==> src/rv_exec_pkg.sv <==
`default_nettype none

package rv_exec_pkg;

    // ~~~~~~~~~~~~~~~~~~~~~~~~~~~~~~~~~~~~~~~~
    // widths
    typedef logic [31:0] xlen_t;      // data and pc
    typedef logic [4:0]  reg_idx_t;
    typedef logic [11:0] csr_addr_t;

    // ~~~~~~~~~~~~~~~~~~~~~~~~~~~~~~~~~~~~~~~~
    // opcodes and fixed encodings
    localparam logic [6:0] OPC_LUI      = 7'b0110111;
    localparam logic [6:0] OPC_AUIPC    = 7'b0010111;
    localparam logic [6:0] OPC_JAL      = 7'b1101111;
    localparam logic [6:0] OPC_JALR     = 7'b1100111;
    localparam logic [6:0] OPC_BRANCH   = 7'b1100011;
    localparam logic [6:0] OPC_LOAD     = 7'b0000011;
    localparam logic [6:0] OPC_STORE    = 7'b0100011;
    localparam logic [6:0] OPC_OPIMM    = 7'b0010011;
    localparam logic [6:0] OPC_OP       = 7'b0110011;
    localparam logic [6:0] OPC_MISC_MEM = 7'b0001111;
    localparam logic [6:0] OPC_SYSTEM   = 7'b1110011;

    localparam xlen_t INSTR_ECALL  = 32'h0000_0073;
    localparam xlen_t INSTR_EBREAK = 32'h0010_0073;
    localparam xlen_t INSTR_MRET   = 32'h3020_0073;

    localparam csr_addr_t CSR_MSTATUS = 12'h300;
    localparam csr_addr_t CSR_MTVEC   = 12'h305;
    localparam csr_addr_t CSR_MEPC    = 12'h341;
    localparam csr_addr_t CSR_MCAUSE  = 12'h342;

    localparam xlen_t CAUSE_ECALL_M = 32'd11;
    localparam xlen_t RESET_MTVEC   = 32'h0000_0100;

    typedef enum logic [4:0] {
        ALU_ADD, ALU_SUB, ALU_SLL, ALU_SLT, ALU_SLTU, ALU_XOR, ALU_SRL, ALU_SRA,
        ALU_OR, ALU_AND, ALU_LUI,
        ALU_EQ, ALU_NE, ALU_LT, ALU_GE, ALU_LTU, ALU_GEU  // branch compares
    } alu_op_e;

    typedef enum logic [3:0] {
        MEM_NONE, MEM_LB, MEM_LH, MEM_LW, MEM_LBU, MEM_LHU, MEM_SB, MEM_SH, MEM_SW
    } mem_op_e;

    typedef enum logic [1:0] {CSR_NONE, CSR_RW, CSR_RS} csr_op_e;

    // ~~~~~~~~~~~~~~~~~~~~~~~~~~~~~~~~~~~~~~~~
    // bundles
    typedef struct packed {
        xlen_t instr;
        xlen_t pc;
    } inst_t;

    typedef struct packed {
        xlen_t     pc;
        xlen_t     imm;
        xlen_t     src1;
        xlen_t     src2;
        xlen_t     csr_data;      // old csr value, or trap target
        alu_op_e   alu_op;
        logic      src1_is_pc;
        logic      src2_is_imm;
        logic      is_jump;
        logic      is_branch;
        logic      is_fence_i;
        mem_op_e   mem_op;
        csr_op_e   csr_op;
        csr_addr_t csr_addr;
        reg_idx_t  rd;
        logic      rd_wen;
        logic      is_ecall;
        logic      is_mret;
        logic      is_ebreak;
        logic      is_illegal;
    } dec_bundle_t;

    typedef struct packed {
        reg_idx_t  rd;
        logic      rd_wen;
        xlen_t     result;
        logic      csr_wen;
        csr_addr_t csr_addr;
        xlen_t     csr_wdata;
        logic      is_ecall;
        xlen_t     trap_pc;
        mem_op_e   mem_op;
        xlen_t     mem_addr;
        xlen_t     store_data;
    } exu_out_t;

    typedef struct packed {
        xlen_t target;
    } redirect_t;

endpackage

`default_nettype wire

==> src/rv_alu.sv <==
`timescale 1ns/1ns
`default_nettype none

module rv_alu import rv_exec_pkg::*; (
    input  wire alu_op_e alu_op,
    input  wire xlen_t   a,
    input  wire xlen_t   b,
    input  wire xlen_t   cmp_a,
    input  wire xlen_t   cmp_b,
    output xlen_t        result,
    output logic         cond
);

    logic [4:0] shamt;

    assign shamt = b[4:0];

    // ~~~~~~~~~~~~~~~~~~~~~~~~~~~~~~~~~~~~~~~~
    // data result
    always_comb begin
        case (alu_op)
            ALU_ADD:  result = a + b;
            ALU_SUB:  result = a - b;
            ALU_SLL:  result = a << shamt;
            ALU_SLT:  result = {31'b0, $signed(a) < $signed(b)};
            ALU_SLTU: result = {31'b0, a < b};
            ALU_XOR:  result = a ^ b;
            ALU_SRL:  result = a >> shamt;
            ALU_SRA:  result = xlen_t'($signed(a) >>> shamt);
            ALU_OR:   result = a | b;
            ALU_AND:  result = a & b;
            ALU_LUI:  result = b;
            default:  result = a + b;  // branch target sum
        endcase
    end

    // ~~~~~~~~~~~~~~~~~~~~~~~~~~~~~~~~~~~~~~~~
    // compare result
    always_comb begin
        case (alu_op)
            ALU_EQ:   cond = (cmp_a == cmp_b);
            ALU_NE:   cond = (cmp_a != cmp_b);
            ALU_LT:   cond = ($signed(cmp_a) < $signed(cmp_b));
            ALU_GE:   cond = ($signed(cmp_a) >= $signed(cmp_b));
            ALU_LTU:  cond = (cmp_a < cmp_b);
            ALU_GEU:  cond = (cmp_a >= cmp_b);
            ALU_SLT,
            ALU_SLTU: cond = result[0];
            default:  cond = 1'b0;
        endcase
    end

endmodule

`default_nettype wire

==> src/rv_regfile.sv <==
`timescale 1ns/1ns
`default_nettype none

module rv_regfile import rv_exec_pkg::*; (
    input  wire           clk,
    input  wire           rst,
    input  wire reg_idx_t rs1,
    input  wire reg_idx_t rs2,
    output xlen_t         rs1_data,
    output xlen_t         rs2_data,
    input  wire           wen,
    input  wire reg_idx_t waddr,
    input  wire xlen_t    wdata
);

    xlen_t regs [1:31];  // x0 not stored

    function automatic xlen_t read_port(input reg_idx_t idx);
        if (idx == '0)
            return '0;
        if (wen && waddr == idx)
            return wdata;  // write-through
        return regs[idx];
    endfunction

    always_ff @(posedge clk or posedge rst) begin
        if (rst) begin
            for (int i = 1; i < 32; i++)
                regs[i] <= '0;
        end else if (wen && waddr != '0) begin
            regs[waddr] <= wdata;
        end
    end

    always_comb rs1_data = read_port(rs1);
    always_comb rs2_data = read_port(rs2);

    // stored value reads back unless overwritten again
    a_write_read: assert property (@(posedge clk) disable iff (rst)
        (wen && waddr != '0) |=>
            (rs1 != $past(waddr) || (wen && waddr == rs1) || rs1_data == $past(wdata)));

endmodule

`default_nettype wire

==> src/rv_csr_file.sv <==
`timescale 1ns/1ns
`default_nettype none

module rv_csr_file import rv_exec_pkg::*; #(
    parameter xlen_t MTVEC_INIT = RESET_MTVEC
) (
    input  wire            clk,
    input  wire            rst,
    input  wire csr_addr_t raddr,
    output xlen_t          rdata,
    input  wire            wen,
    input  wire csr_addr_t waddr,
    input  wire xlen_t     wdata,
    input  wire            trap,
    input  wire xlen_t     trap_pc
);

    xlen_t mstatus, mtvec, mepc, mcause;
    xlen_t mstatus_d, mtvec_d, mepc_d, mcause_d;

    // next values, also the forwarded read source
    always_comb begin
        mstatus_d = mstatus;
        mtvec_d   = mtvec;
        mepc_d    = mepc;
        mcause_d  = mcause;
        if (trap) begin
            mepc_d   = trap_pc;
            mcause_d = CAUSE_ECALL_M;
        end else if (wen) begin
            case (waddr)
                CSR_MSTATUS: mstatus_d = wdata;
                CSR_MTVEC:   mtvec_d   = wdata;
                CSR_MEPC:    mepc_d    = wdata;
                CSR_MCAUSE:  mcause_d  = wdata;
                default: ;             // unknown csr, dropped
            endcase
        end
    end

    always_ff @(posedge clk or posedge rst) begin
        if (rst) begin
            mstatus <= '0;
            mtvec   <= MTVEC_INIT;
            mepc    <= '0;
            mcause  <= '0;
        end else begin
            mstatus <= mstatus_d;
            mtvec   <= mtvec_d;
            mepc    <= mepc_d;
            mcause  <= mcause_d;
        end
    end

    always_comb begin
        case (raddr)
            CSR_MSTATUS: rdata = mstatus_d;
            CSR_MTVEC:   rdata = mtvec_d;
            CSR_MEPC:    rdata = mepc_d;
            CSR_MCAUSE:  rdata = mcause_d;
            default:     rdata = '0;
        endcase
    end

    // ecall never carries a csr write
    a_no_trap_write: assert property (@(posedge clk) disable iff (rst) !(trap && wen));

endmodule

`default_nettype wire

==> src/rv_idu.sv <==
`timescale 1ns/1ns
`default_nettype none

module rv_idu import rv_exec_pkg::*; (
    input  wire inst_t inst,
    output reg_idx_t   rs1,
    output reg_idx_t   rs2,
    input  wire xlen_t rs1_data,
    input  wire xlen_t rs2_data,
    output csr_addr_t  csr_raddr,
    input  wire xlen_t csr_rdata,
    output dec_bundle_t dec
);

    xlen_t      instr;
    logic [6:0] opcode;
    logic [2:0] funct3;
    logic [6:0] funct7;
    logic       is_ecall, is_mret;
    xlen_t      imm_i, imm_s, imm_b, imm_u, imm_j;

    function automatic alu_op_e arith_op(input logic [2:0] f3, input logic alt);
        case (f3)
            3'b000:  return alt ? ALU_SUB : ALU_ADD;
            3'b001:  return ALU_SLL;
            3'b010:  return ALU_SLT;
            3'b011:  return ALU_SLTU;
            3'b100:  return ALU_XOR;
            3'b101:  return alt ? ALU_SRA : ALU_SRL;
            3'b110:  return ALU_OR;
            default: return ALU_AND;
        endcase
    endfunction

    assign instr  = inst.instr;
    assign opcode = instr[6:0];
    assign funct3 = instr[14:12];
    assign funct7 = instr[31:25];
    assign rs1    = instr[19:15];
    assign rs2    = instr[24:20];

    assign imm_i = {{20{instr[31]}}, instr[31:20]};
    assign imm_s = {{20{instr[31]}}, instr[31:25], instr[11:7]};
    assign imm_b = {{19{instr[31]}}, instr[31], instr[7], instr[30:25], instr[11:8], 1'b0};
    assign imm_u = {instr[31:12], 12'b0};
    assign imm_j = {{11{instr[31]}}, instr[31], instr[19:12], instr[20], instr[30:21], 1'b0};

    assign is_ecall  = (instr == INSTR_ECALL);
    assign is_mret   = (instr == INSTR_MRET);
    assign csr_raddr = is_ecall ? CSR_MTVEC : is_mret ? CSR_MEPC : instr[31:20];

    always_comb begin
        dec          = '0;
        dec.pc       = inst.pc;
        dec.src1     = rs1_data;
        dec.src2     = rs2_data;
        dec.csr_data = csr_rdata;
        dec.csr_addr = instr[31:20];
        dec.rd       = instr[11:7];
        case (opcode)
            OPC_LUI:   {dec.alu_op, dec.src2_is_imm, dec.imm, dec.rd_wen} =
                           {ALU_LUI, 1'b1, imm_u, 1'b1};
            OPC_AUIPC: {dec.src1_is_pc, dec.src2_is_imm, dec.imm, dec.rd_wen} =
                           {2'b11, imm_u, 1'b1};
            OPC_JAL:   {dec.is_jump, dec.src1_is_pc, dec.src2_is_imm, dec.imm, dec.rd_wen} =
                           {3'b111, imm_j, 1'b1};
            OPC_JALR: begin
                {dec.is_jump, dec.src2_is_imm, dec.imm, dec.rd_wen} = {2'b11, imm_i, 1'b1};
                dec.is_illegal = (funct3 != 3'b000);
            end
            OPC_BRANCH: begin
                {dec.is_branch, dec.src1_is_pc, dec.src2_is_imm, dec.imm} = {3'b111, imm_b};
                case (funct3)
                    3'b000:  dec.alu_op = ALU_EQ;
                    3'b001:  dec.alu_op = ALU_NE;
                    3'b100:  dec.alu_op = ALU_LT;
                    3'b101:  dec.alu_op = ALU_GE;
                    3'b110:  dec.alu_op = ALU_LTU;
                    3'b111:  dec.alu_op = ALU_GEU;
                    default: {dec.is_branch, dec.is_illegal} = 2'b01;
                endcase
            end
            OPC_LOAD: begin
                {dec.src2_is_imm, dec.imm, dec.rd_wen} = {1'b1, imm_i, 1'b1};
                case (funct3)
                    3'b000:  dec.mem_op = MEM_LB;
                    3'b001:  dec.mem_op = MEM_LH;
                    3'b010:  dec.mem_op = MEM_LW;
                    3'b100:  dec.mem_op = MEM_LBU;
                    3'b101:  dec.mem_op = MEM_LHU;
                    default: dec.is_illegal = 1'b1;
                endcase
            end
            OPC_STORE: begin
                {dec.src2_is_imm, dec.imm} = {1'b1, imm_s};
                case (funct3)
                    3'b000:  dec.mem_op = MEM_SB;
                    3'b001:  dec.mem_op = MEM_SH;
                    3'b010:  dec.mem_op = MEM_SW;
                    default: dec.is_illegal = 1'b1;
                endcase
            end
            OPC_OPIMM: begin
                {dec.src2_is_imm, dec.imm, dec.rd_wen} = {1'b1, imm_i, 1'b1};
                dec.alu_op = arith_op(funct3, funct3 == 3'b101 && funct7[5]);
                dec.is_illegal = (funct3 == 3'b001 && funct7 != 7'b0) ||
                                 (funct3 == 3'b101 && (funct7 & 7'b1011111) != 7'b0);
            end
            OPC_OP: begin
                dec.rd_wen     = 1'b1;
                dec.alu_op     = arith_op(funct3, funct7[5]);
                dec.is_illegal = (funct7 != 7'b0) &&
                                 !(funct7 == 7'b0100000 && (funct3 == 3'b000 || funct3 == 3'b101));
            end
            OPC_MISC_MEM: begin            // plain fence is a nop
                dec.is_fence_i = (funct3 == 3'b001);
                dec.is_illegal = (funct3 != 3'b000 && funct3 != 3'b001);
            end
            OPC_SYSTEM: begin
                if (is_ecall)                    dec.is_ecall  = 1'b1;
                else if (instr == INSTR_EBREAK)  dec.is_ebreak = 1'b1;
                else if (is_mret)                dec.is_mret   = 1'b1;
                else if (funct3 == 3'b001)       {dec.csr_op, dec.rd_wen} = {CSR_RW, 1'b1};
                else if (funct3 == 3'b010)       {dec.csr_op, dec.rd_wen} = {CSR_RS, 1'b1};
                else                             dec.is_illegal = 1'b1;
            end
            default: dec.is_illegal = 1'b1;
        endcase
        if (dec.is_illegal)
            dec.rd_wen = 1'b0;
    end

endmodule

`default_nettype wire

==> src/rv_exu.sv <==
`timescale 1ns/1ns
`default_nettype none

module rv_exu import rv_exec_pkg::*; (
    input  wire              clk,
    input  wire              rst,
    input  wire              inst_valid,
    input  wire dec_bundle_t dec,
    output logic             exu_valid,
    output exu_out_t         exu,
    output logic             redirect_valid,
    output redirect_t        redirect,
    output logic             fence_i,
    output logic             ebreak,
    output logic             illegal
);

    xlen_t    alu_a, alu_b, alu_res;
    logic     alu_cond;
    logic     take;
    xlen_t    target;
    exu_out_t exu_d;

    assign alu_a = dec.src1_is_pc  ? dec.pc  : dec.src1;
    assign alu_b = dec.src2_is_imm ? dec.imm : dec.src2;

    // compare always on the register operands
    rv_alu u_alu (
        .alu_op (dec.alu_op),
        .a      (alu_a),
        .b      (alu_b),
        .cmp_a  (dec.src1),
        .cmp_b  (dec.src2),
        .result (alu_res),
        .cond   (alu_cond)
    );

    assign take   = dec.is_ecall | dec.is_mret | dec.is_jump | (dec.is_branch & alu_cond);
    assign target = (dec.is_ecall | dec.is_mret) ? dec.csr_data :
                    dec.is_jump ? {alu_res[31:1], 1'b0} : alu_res;

    always_comb begin
        exu_d            = '0;
        exu_d.rd         = dec.rd;
        exu_d.rd_wen     = dec.rd_wen;
        exu_d.result     = dec.is_jump ? dec.pc + 32'd4 :
                           (dec.csr_op != CSR_NONE) ? dec.csr_data : alu_res;
        exu_d.csr_wen    = (dec.csr_op != CSR_NONE);
        exu_d.csr_addr   = dec.csr_addr;
        exu_d.csr_wdata  = (dec.csr_op == CSR_RS) ? (dec.src1 | dec.csr_data) : dec.src1;
        exu_d.is_ecall   = dec.is_ecall;
        exu_d.trap_pc    = dec.pc;
        exu_d.mem_op     = dec.mem_op;
        exu_d.mem_addr   = alu_res;    // base plus offset
        exu_d.store_data = dec.src2;
    end

    always_ff @(posedge clk or posedge rst) begin
        if (rst) begin
            exu_valid      <= 1'b0;
            exu            <= '0;
            redirect_valid <= 1'b0;
            redirect       <= '0;
            fence_i        <= 1'b0;
            ebreak         <= 1'b0;
            illegal        <= 1'b0;
        end else begin
            exu_valid      <= inst_valid;
            redirect_valid <= inst_valid & take;
            fence_i        <= inst_valid & dec.is_fence_i;
            ebreak         <= inst_valid & dec.is_ebreak;
            illegal        <= inst_valid & dec.is_illegal;
            if (inst_valid) begin
                exu             <= exu_d;
                redirect.target <= target;
            end
        end
    end

    // no redirect alongside a fence or a breakpoint
    a_redirect_valid: assert property (@(posedge clk) disable iff (rst)
        redirect_valid |-> exu_valid && !fence_i && !ebreak);

endmodule

`default_nettype wire

==> src/rv_exec_core.sv <==
`timescale 1ns/1ns
`default_nettype none

module rv_exec_core import rv_exec_pkg::*; (
    input  wire            clk,
    input  wire            rst,
    input  wire            inst_valid,
    input  wire inst_t     inst,
    output wire            exu_valid,
    output wire exu_out_t  exu,
    output wire            redirect_valid,
    output wire redirect_t redirect,
    output wire            fence_i,
    output wire            ebreak,
    output wire            illegal
);

    reg_idx_t    rs1, rs2;
    xlen_t       rs1_data, rs2_data;
    csr_addr_t   csr_raddr;
    xlen_t       csr_rdata;
    dec_bundle_t dec;

    rv_idu u_idu (
        .inst, .rs1, .rs2, .rs1_data, .rs2_data, .csr_raddr, .csr_rdata, .dec
    );

    // ~~~~~~~~~~~~~~~~~~~~~~~~~~~~~~~~~~~~~~~~
    // writeback from the registered execute result
    rv_regfile u_regfile (
        .clk, .rst, .rs1, .rs2, .rs1_data, .rs2_data,
        .wen   (exu_valid && exu.rd_wen),
        .waddr (exu.rd),
        .wdata (exu.result)
    );

    rv_csr_file u_csr_file (
        .clk, .rst,
        .raddr   (csr_raddr),
        .rdata   (csr_rdata),
        .wen     (exu_valid && exu.csr_wen),
        .waddr   (exu.csr_addr),
        .wdata   (exu.csr_wdata),
        .trap    (exu_valid && exu.is_ecall),
        .trap_pc (exu.trap_pc)
    );

    rv_exu u_exu (
        .clk, .rst, .inst_valid, .dec, .exu_valid, .exu,
        .redirect_valid, .redirect, .fence_i, .ebreak, .illegal
    );

endmodule

`default_nettype wire

==> config.mk <==
export PLATFORM = sky130hd
export DESIGN_NAME = rv_exec_core
export DESIGN_NICKNAME = d
export VERILOG_FILES = /design/src/rv_exec_pkg.sv /design/src/rv_alu.sv /design/src/rv_regfile.sv /design/src/rv_csr_file.sv /design/src/rv_idu.sv /design/src/rv_exu.sv /design/src/rv_exec_core.sv
export SDC_FILE = /design/constraint.sdc
export NUM_CORES = 2
export LEC_CHECK = 0
export ABC_CLOCK_PERIOD_IN_PS = 135000
export BUFFER_PORTS_ARGS = -buffer_cell sky130_fd_sc_hd__buf_2
export CAP_MARGIN = 10
export CELL_PAD_IN_SITES_DETAIL_PLACEMENT = 1
export CELL_PAD_IN_SITES_GLOBAL_PLACEMENT = 2
export CORE_ASPECT_RATIO = 1.1
export CORE_MARGIN = 10
export CORE_UTILIZATION = 42
export DETAILED_ROUTE_END_ITERATION = 8
export PLACE_DENSITY_LB_ADDON = 0.12
export SLEW_MARGIN = 20
export SYNTH_ARGS = -nofsm -noshare
export SYNTH_HDL_FRONTEND = slang
export SYNTH_SLANG_ARGS = --single-unit
==> constraint.sdc <==
create_clock -name clk -period 135 [get_ports clk]
set_input_delay 20.25 -clock clk [delete_from_list [all_inputs] [get_ports clk]]
set_output_delay 20.25 -clock clk [all_outputs]
set_load 0.02 [all_outputs]
* Word level (Yosys, flattened, before mapping) *
Cells that the tools add are included.

cells by class
  $add $sub $neg = 3
  $lt $le $gt $ge = 10
  eq/ne operators = 52
  shift operators = 3
  multiplexer cells = 92
  bitwise operators = 15
  reductions and logical operators = 35

operators with widths
  cell                                                               count
  992-bit bitwise mux                                                1
  32-bit two-way mux                                                 31
  32-bit binary-select mux with 5-bit select                         2
  32-bit one-hot mux with 10 select lines                            1
  32-bit demux with 5-bit select                                     1
  32-bit one-hot mux with 5 select lines                             1
  32-bit less-than comparator                                        4
  32-bit one-hot mux with 4 select lines                             1
  12-bit by 10-bit == test with 1-bit output, second input constant  8
  5-bit one-hot mux with 7 select lines                              2
  32-bit >= comparator                                               2
  32-bit OR                                                          2
  5-bit by 4-bit == test with 1-bit output, second input constant    8
  1-bit two-way mux                                                  34
  32-bit by 3-bit adder with 32-bit output, second input constant    1
  32-bit adder                                                       1
  32-bit AND                                                         1
  32-bit by 21-bit == test with 1-bit output, second input constant  1
  32-bit by 30-bit == test with 1-bit output, second input constant  1
  32-bit == test                                                     1
  32-bit by 7-bit == test with 1-bit output, second input constant   1
  32-bit inequality test                                             1
  32-bit by 5-bit << shifter with 32-bit output                      1
  32-bit by 5-bit >> shifter with 32-bit output                      1
  other kinds (49)                                                   102

storage, ports and cells
  register bits = 1341
  logic and storage cells = 262

* Logic depth before layout (Yosys ltp) *
  depth in word-level cells = 13
  mapped depth = 33

* Cells and area by module *
From an unflattened synthesis, not the netlist that was laid out.

unflattened totals
  cells, all modules = 6880
  area total of the unflattened synthesis = 82912.0 µm²

by module, submodules not included
  module        times used  cells an instance  area an instance (µm²)  seq. area each (µm²)
  rv_regfile    1           3652               53946.7                 24823.8
  rv_exu        1           899                10470.0                 5530.3
  rv_alu        1           1354               9656.8                  0.0
  rv_csr_file   1           620                6404.9                  3204.3
  rv_idu        1           352                2414.8                  0.0
  rv_exec_core  1           3                  18.8                    0.0

* Least setup slack after synthesis *
Ideal clock, no wire load.

  path type = input to register
  start = input port inst[53] (netlist name)
  end = register u_exu.exu[168] (netlist name)
  setup time = 124 ps
  arrival time = 26445 ps
  required time = 134876 ps
  slack = 108431 ps
  stages on the path = 31
  path buffers = 11
  path through = buf_6 buf_8 buf_6 buf_6 buf_2 buf_2 buf_2 buf_2 buf_2 buf_1 mux4_2 mux4_2 nand2_1 a21oi_1 a21oi_1 nor2_1 a22oi_1 ha_1 clkbuf_1 o21ai_0 nand2b_1 a21oi_1 o31a_1 o311ai_0 o41ai_1 nand2_1 a221oi_1 or4b_1 nand4b_2 a211oi_1 a211o_1

on the way
  word-level cells in the longest chain between the ends = 11
  elaborated cells on any way between the ends = 41
  classes of those cells = add/sub (2); eq/ne (8); shift (3); mux (21); bitwise (4); reduce/logical (3)

RTL lines
  item                                                                                         line                                RTL
  from (decl)                                                                                  rv_exec_core.sv:8                   input wire inst_t inst,
  5-bit inverter with 6-bit output (not written as such) or 5-bit == test (tied branches)      rv_regfile.sv:23, rv_regfile.sv:21
  32-bit binary-select mux with 5-bit select or 1-bit logical AND (tied branches)              rv_regfile.sv:23, rv_regfile.sv:21
  32-bit two-way mux (not written as such) or 1-bit two-way mux (tied branches) (2 in series)  rv_regfile.sv:23, rv_regfile.sv:21
  32-bit two-way mux                                                                           rv_regfile.sv:23                    return regs[idx];
  32-bit two-way mux                                                                           rv_regfile.sv:21                    if (wen && waddr == idx)
  32-bit two-way mux                                                                           rv_exu.sv:25                        assign alu_b = dec.src2_is_imm ? dec.imm : dec.src2;
  32-bit adder (tied with other cells)                                                         rv_alu.sv:22, rv_alu.sv:33
  32-bit one-hot mux with 10 select lines                                                      rv_alu.sv:21                        case (alu_op)
  32-bit two-way mux (*)                                                                       rv_exu.sv:47                        (dec.csr_op != CSR_NONE) ? dec.csr_data : alu_res;
  32-bit two-way mux (*)                                                                       rv_exu.sv:46                        exu_d.result = dec.is_jump ? dec.pc + 32'd4 :

Mark *: on every way between the ends. The rest lies on a longest branch, timed or not. The select of a mux whose other input is x is not followed.
A chain may end at the register's enable or synchronous reset.

* Final worst setup path *
  start = input port inst[53] (netlist name)
  end = register u_exu.exu[169] (netlist name)

on the way
  word-level cells in the longest chain between the ends = 11
  elaborated cells on any way between the ends = 41
  classes of those cells = add/sub (2); eq/ne (8); shift (3); mux (21); bitwise (4); reduce/logical (3)

RTL lines
  item                                                                                         line
  5-bit inverter with 6-bit output (not written as such) or 5-bit == test (tied branches)      rv_regfile.sv:23, rv_regfile.sv:21
  32-bit binary-select mux with 5-bit select or 1-bit logical AND (tied branches)              rv_regfile.sv:23, rv_regfile.sv:21
  32-bit two-way mux (not written as such) or 1-bit two-way mux (tied branches) (2 in series)  rv_regfile.sv:23, rv_regfile.sv:21
  32-bit two-way mux                                                                           rv_regfile.sv:23
  32-bit two-way mux                                                                           rv_regfile.sv:21
  32-bit two-way mux                                                                           rv_exu.sv:25
  32-bit adder (tied with other cells)                                                         rv_alu.sv:22, rv_alu.sv:33
  32-bit one-hot mux with 10 select lines                                                      rv_alu.sv:21
  32-bit two-way mux (*)                                                                       rv_exu.sv:47
  32-bit two-way mux (*)                                                                       rv_exu.sv:46

Marked as above.

==> key figures <==
Die
  • Core area: about 190000 sq um
  • Io pins: 288
  • Rows: 170
  • Initial Util: a little over two fifths
  • Die Width: 441 microns
  • Area of the die: 213000 sq um
  • Die span in y: 483 microns

Finish
  • P&R area growth vs syn: 11.3%
  • Layout cells sized above 1: 34.5%
  • Most common cell after layout, fill and taps aside: dfrtp_1
  • Layout Nets: 7424
  • Fillers: 20466
  • Most frequent cells in the layout: 1339 x dfrtp_1, 1141 x mux2_2, 563 x nand2_1

Logic synthesis
  • Mapped Area: 82000 sq um
  • Share of the synthesized area in the top cell type: 40.9%
  • Yosys reg bits: about 1300
  • Synth area leader: dfrtp_1
  • Cell variety after synth: 137
  • Post-synthesis sequential area ratio: 40.9%
  • Post-synth EDFFs: 0
  • Largest cells by area after synthesis: dfrtp_1 41%, mux2_2 16%, mux4_2 11%, mux2i_1 3.5%, nand2_1 2.6%
  • Yosys warns: 0
  • Synthesized area per cell: 11.4 sq um
  • Post-Syn Instances: between 7000 and 8000
  • Syn Nets: 7376
  • Share of synthesized registers carrying an async set or reset: 100%
  • Top FF cell, synth: dfrtp_1

Routing
  • Vias per inst: 6.77
  • Drt pass-1 iters: 6
  • Antenna viol nets, final: 0
  • Via count: 67161
  • DRC: 0
  • WL/cell: slightly above 40 microns
  • Total Wirelength: 400000 microns
  • Detailed Route Iter0 Violations: around 7000

Placement
  • GPL Wtd Cong: 0.994
  • IO buf count: 287
  • Hpwl dp: 275000 microns
  • Pre-CTS setup slack: about 110 ns

STA
  • Slew Limit Fails: 0
  • Fin crit share: 21.3%
  • Worst Tran Pin Value: around 1.3 ns
  • Unrepaired setup endpoints after global routing: no
  • Setup violators final: 0
  • Hold Fails Final Rpt: 0
  • TNS Setup: 0 ns
  • Max frequency: 34.8 MHz
  • Worst setup margin: 106.24 ns
  • Max_slew headroom: 13.7%
  • Clock Skews: about 0.048 ns
  • Post-layout minimum cycle time: 28.76 ns

Worst hold path
  • Hold WC Path Type: reg2reg

Clock network
  • Worst-Skew Late Latency: 0.86 ns
  • Clock root cell: clkbuf_16
  • H-tree Lvls: 4
  • Deepest clock path buffer count: 3
  • # clock sinks: between 1000 and 1500
  • TritonCTS Buffers: ~150
  • Postcts setup bufs: 0
  • Post-CTS sizing: 0
  • Cts hold-fix bufs: 0
  • CTS tree: done
  • Reg clk slew, reported paths: 0.06 ns

Setup path
  • CP Class: in2reg
  • Startpoint types: primary input
  • Crit. End Element: flop
  • Worst EP arrival: roughly 30 ns
  • CP Data Required Time: approximately 140 ns
  • Max Fanout on Critical Path: 60

Power and ir drop
  • Pwr dens: 11.9 nW/um^2
  • Leakage: 0.0417 uW
  • Max IR drop VDD: 0.0152 mV

GRT
  • Remaining Overflow, GRT: 0
  • Antenna violations before repair: 33
  • GRT Util Overall: 36.5%
  • First-pass GRT wire length: 554000 microns
  • Vias in the first global route: ~68000
  • Largest net degree at the start of global routing: 173

Run
  • Max-Cap Viols: 0

Outcome
  • Status: finished, final reports clean
through the flow:
stage | power [uW] | cells | hold WS (ns) | util [%] | cell area, sq um
2_1_floorplan | 547 | 7177 | 0.445 | - | 82000
3_3_place_gp | 641 | 9647 | 0.457 | 44.1 | 85900
3_5_place_dp | 642 | 9648 | 0.466 | 44.1 | 85900
4_1_cts | 1080 | 9915 | 0.481 | 46.8 | 91200
5_1_grt | 1110 | 9918 | 0.507 | 46.9 | 91200
6_report | 1080 | 9925 | 0.474 | 46.9 | 91200
state kept, by name (all words and copies together), names as in the netlist:
| name | flops |
|---|---|
| u_regfile.regs | 992 |
| u_exu.redirect_valid | 1 |
| u_exu.exu_valid | 1 |
| u_csr_file.mtvec | 32 |
| u_exu.fence_i | 1 |
| u_exu.exu | 184 |
| u_csr_file.mstatus | 32 |
| u_exu.illegal | 1 |
| u_exu.ebreak | 1 |
| u_csr_file.mcause | 32 |
| u_exu.redirect | 32 |
| u_csr_file.mepc | 32 |
worst max-delay path, stage by stage:
cell       delay, ns
buf_8           0.41
buf_4           0.72
buf_4           0.73
buf_4           0.67
mux2_2          0.42
a22o_1          0.18
mux4_2          0.45
nand2_1         0.08
a21oi_1         0.08
a21oi_1         0.50
nor2_1          0.31
a221oi_2        0.62
ha_1            0.49
a21oi_1         0.20
o21bai_1        0.07
a21o_1          0.19
nor3_1          0.14
a31oi_1         0.20
a31oi_1         0.87
nor2_1          0.08
a21oi_1         0.16
o2bb2ai_1       0.14
o2111ai_1       0.12
a21oi_1         0.79
a21oi_1         0.17
a211o_1         0.25
final cells by class:
class,count,area [sq um],share of cell area (%)
inverters,169,661,0.724
repair buffers,548,3540,3.88
well taps,2580,3230,3.54
clock buffers,219,4470,4.90
diodes,9,22.5,0.0247
multi-input cells,5011,45000,49.3
clock inverters,48,764,0.838
flip-flops and latches,1341,33600,36.8
power by group:
group | total, uW | leakage (uW) | internal (uW) | switching, uW
clock | 441 | 0.00256 | 255 | 186
combinational | 214 | 0.0207 | 57.1 | 157
sequential | 427 | 0.0184 | 413 | 13.7
total | 1080 | 0.0417 | 725 | 357
Yosys cell counts, types with 32 or more instances:
cell,n
a211oi_1,38
a21o_1,45
a21oi_1,356
a221o_1,32
a221oi_1,64
a22o_1,39
a22oi_1,48
a31oi_1,51
and3_1,35
buf_1,62
buf_2,127
buf_6,38
clkbuf_1,392
dfrtp_1,1340
ha_1,130
inv_1,148
mux2_2,1141
mux2i_1,284
mux4_2,410
nand2_1,578
nand2b_1,41
nand3_1,137
nand4_1,36
nor2_1,333
nor2b_1,33
nor3_1,85
o211ai_1,64
o21ai_0,270
o22ai_1,122
xnor2_1,39
metal layers:
| layer | routed length [microns] | part of all wire, % | track usage (%) |
|---|---|---|---|
| met3 | 30800 | 7.7 | 7.28 |
| met5 | 156 | 0.039 | 0 |
| met4 | 32200 | 8.1 | 24.0 |
| met1 | 154000 | 39 | 45.6 |
| met2 | 182000 | 46 | 57.2 |
worst paths after layout:
kind	startpoint	endpoint	slack [ns]	depth (start not counted)
hold / removal	u_exu.redirect[1]	u_exu.redirect[1]	0.47	1
hold reg to reg	u_exu.redirect[1]	u_exu.redirect[1]	0.47	1
setup / recovery	inst[53]	u_exu.exu[169]	106.24	26
setup reg to reg	u_exu.exu[181]	u_exu.exu[167]	126.48	20
min in group asynchronous	rst	u_regfile.regs[227]	19.50	2
max in group asynchronous	rst	u_regfile.regs[202]	111.53	6
logic make-up (layout without fill, tap and decap cells):
group	count (synthesis)	after routing	share of synthesized area, %
adder cells (fa/ha/maj)	132	132	2.03
AND/OR/NAND/NOR	1490	1490	8.66
XOR/XNOR	59	59	0.630
other	0	9	0
AO/OA/AOI/OAI	1486	1486	12.5
flip-flops	1341	1341	40.9
multiplexers	1844	1844	30.6
buffers and inverters	825	984	4.66
Note: power is estimated with default switching activity, not from simulation.
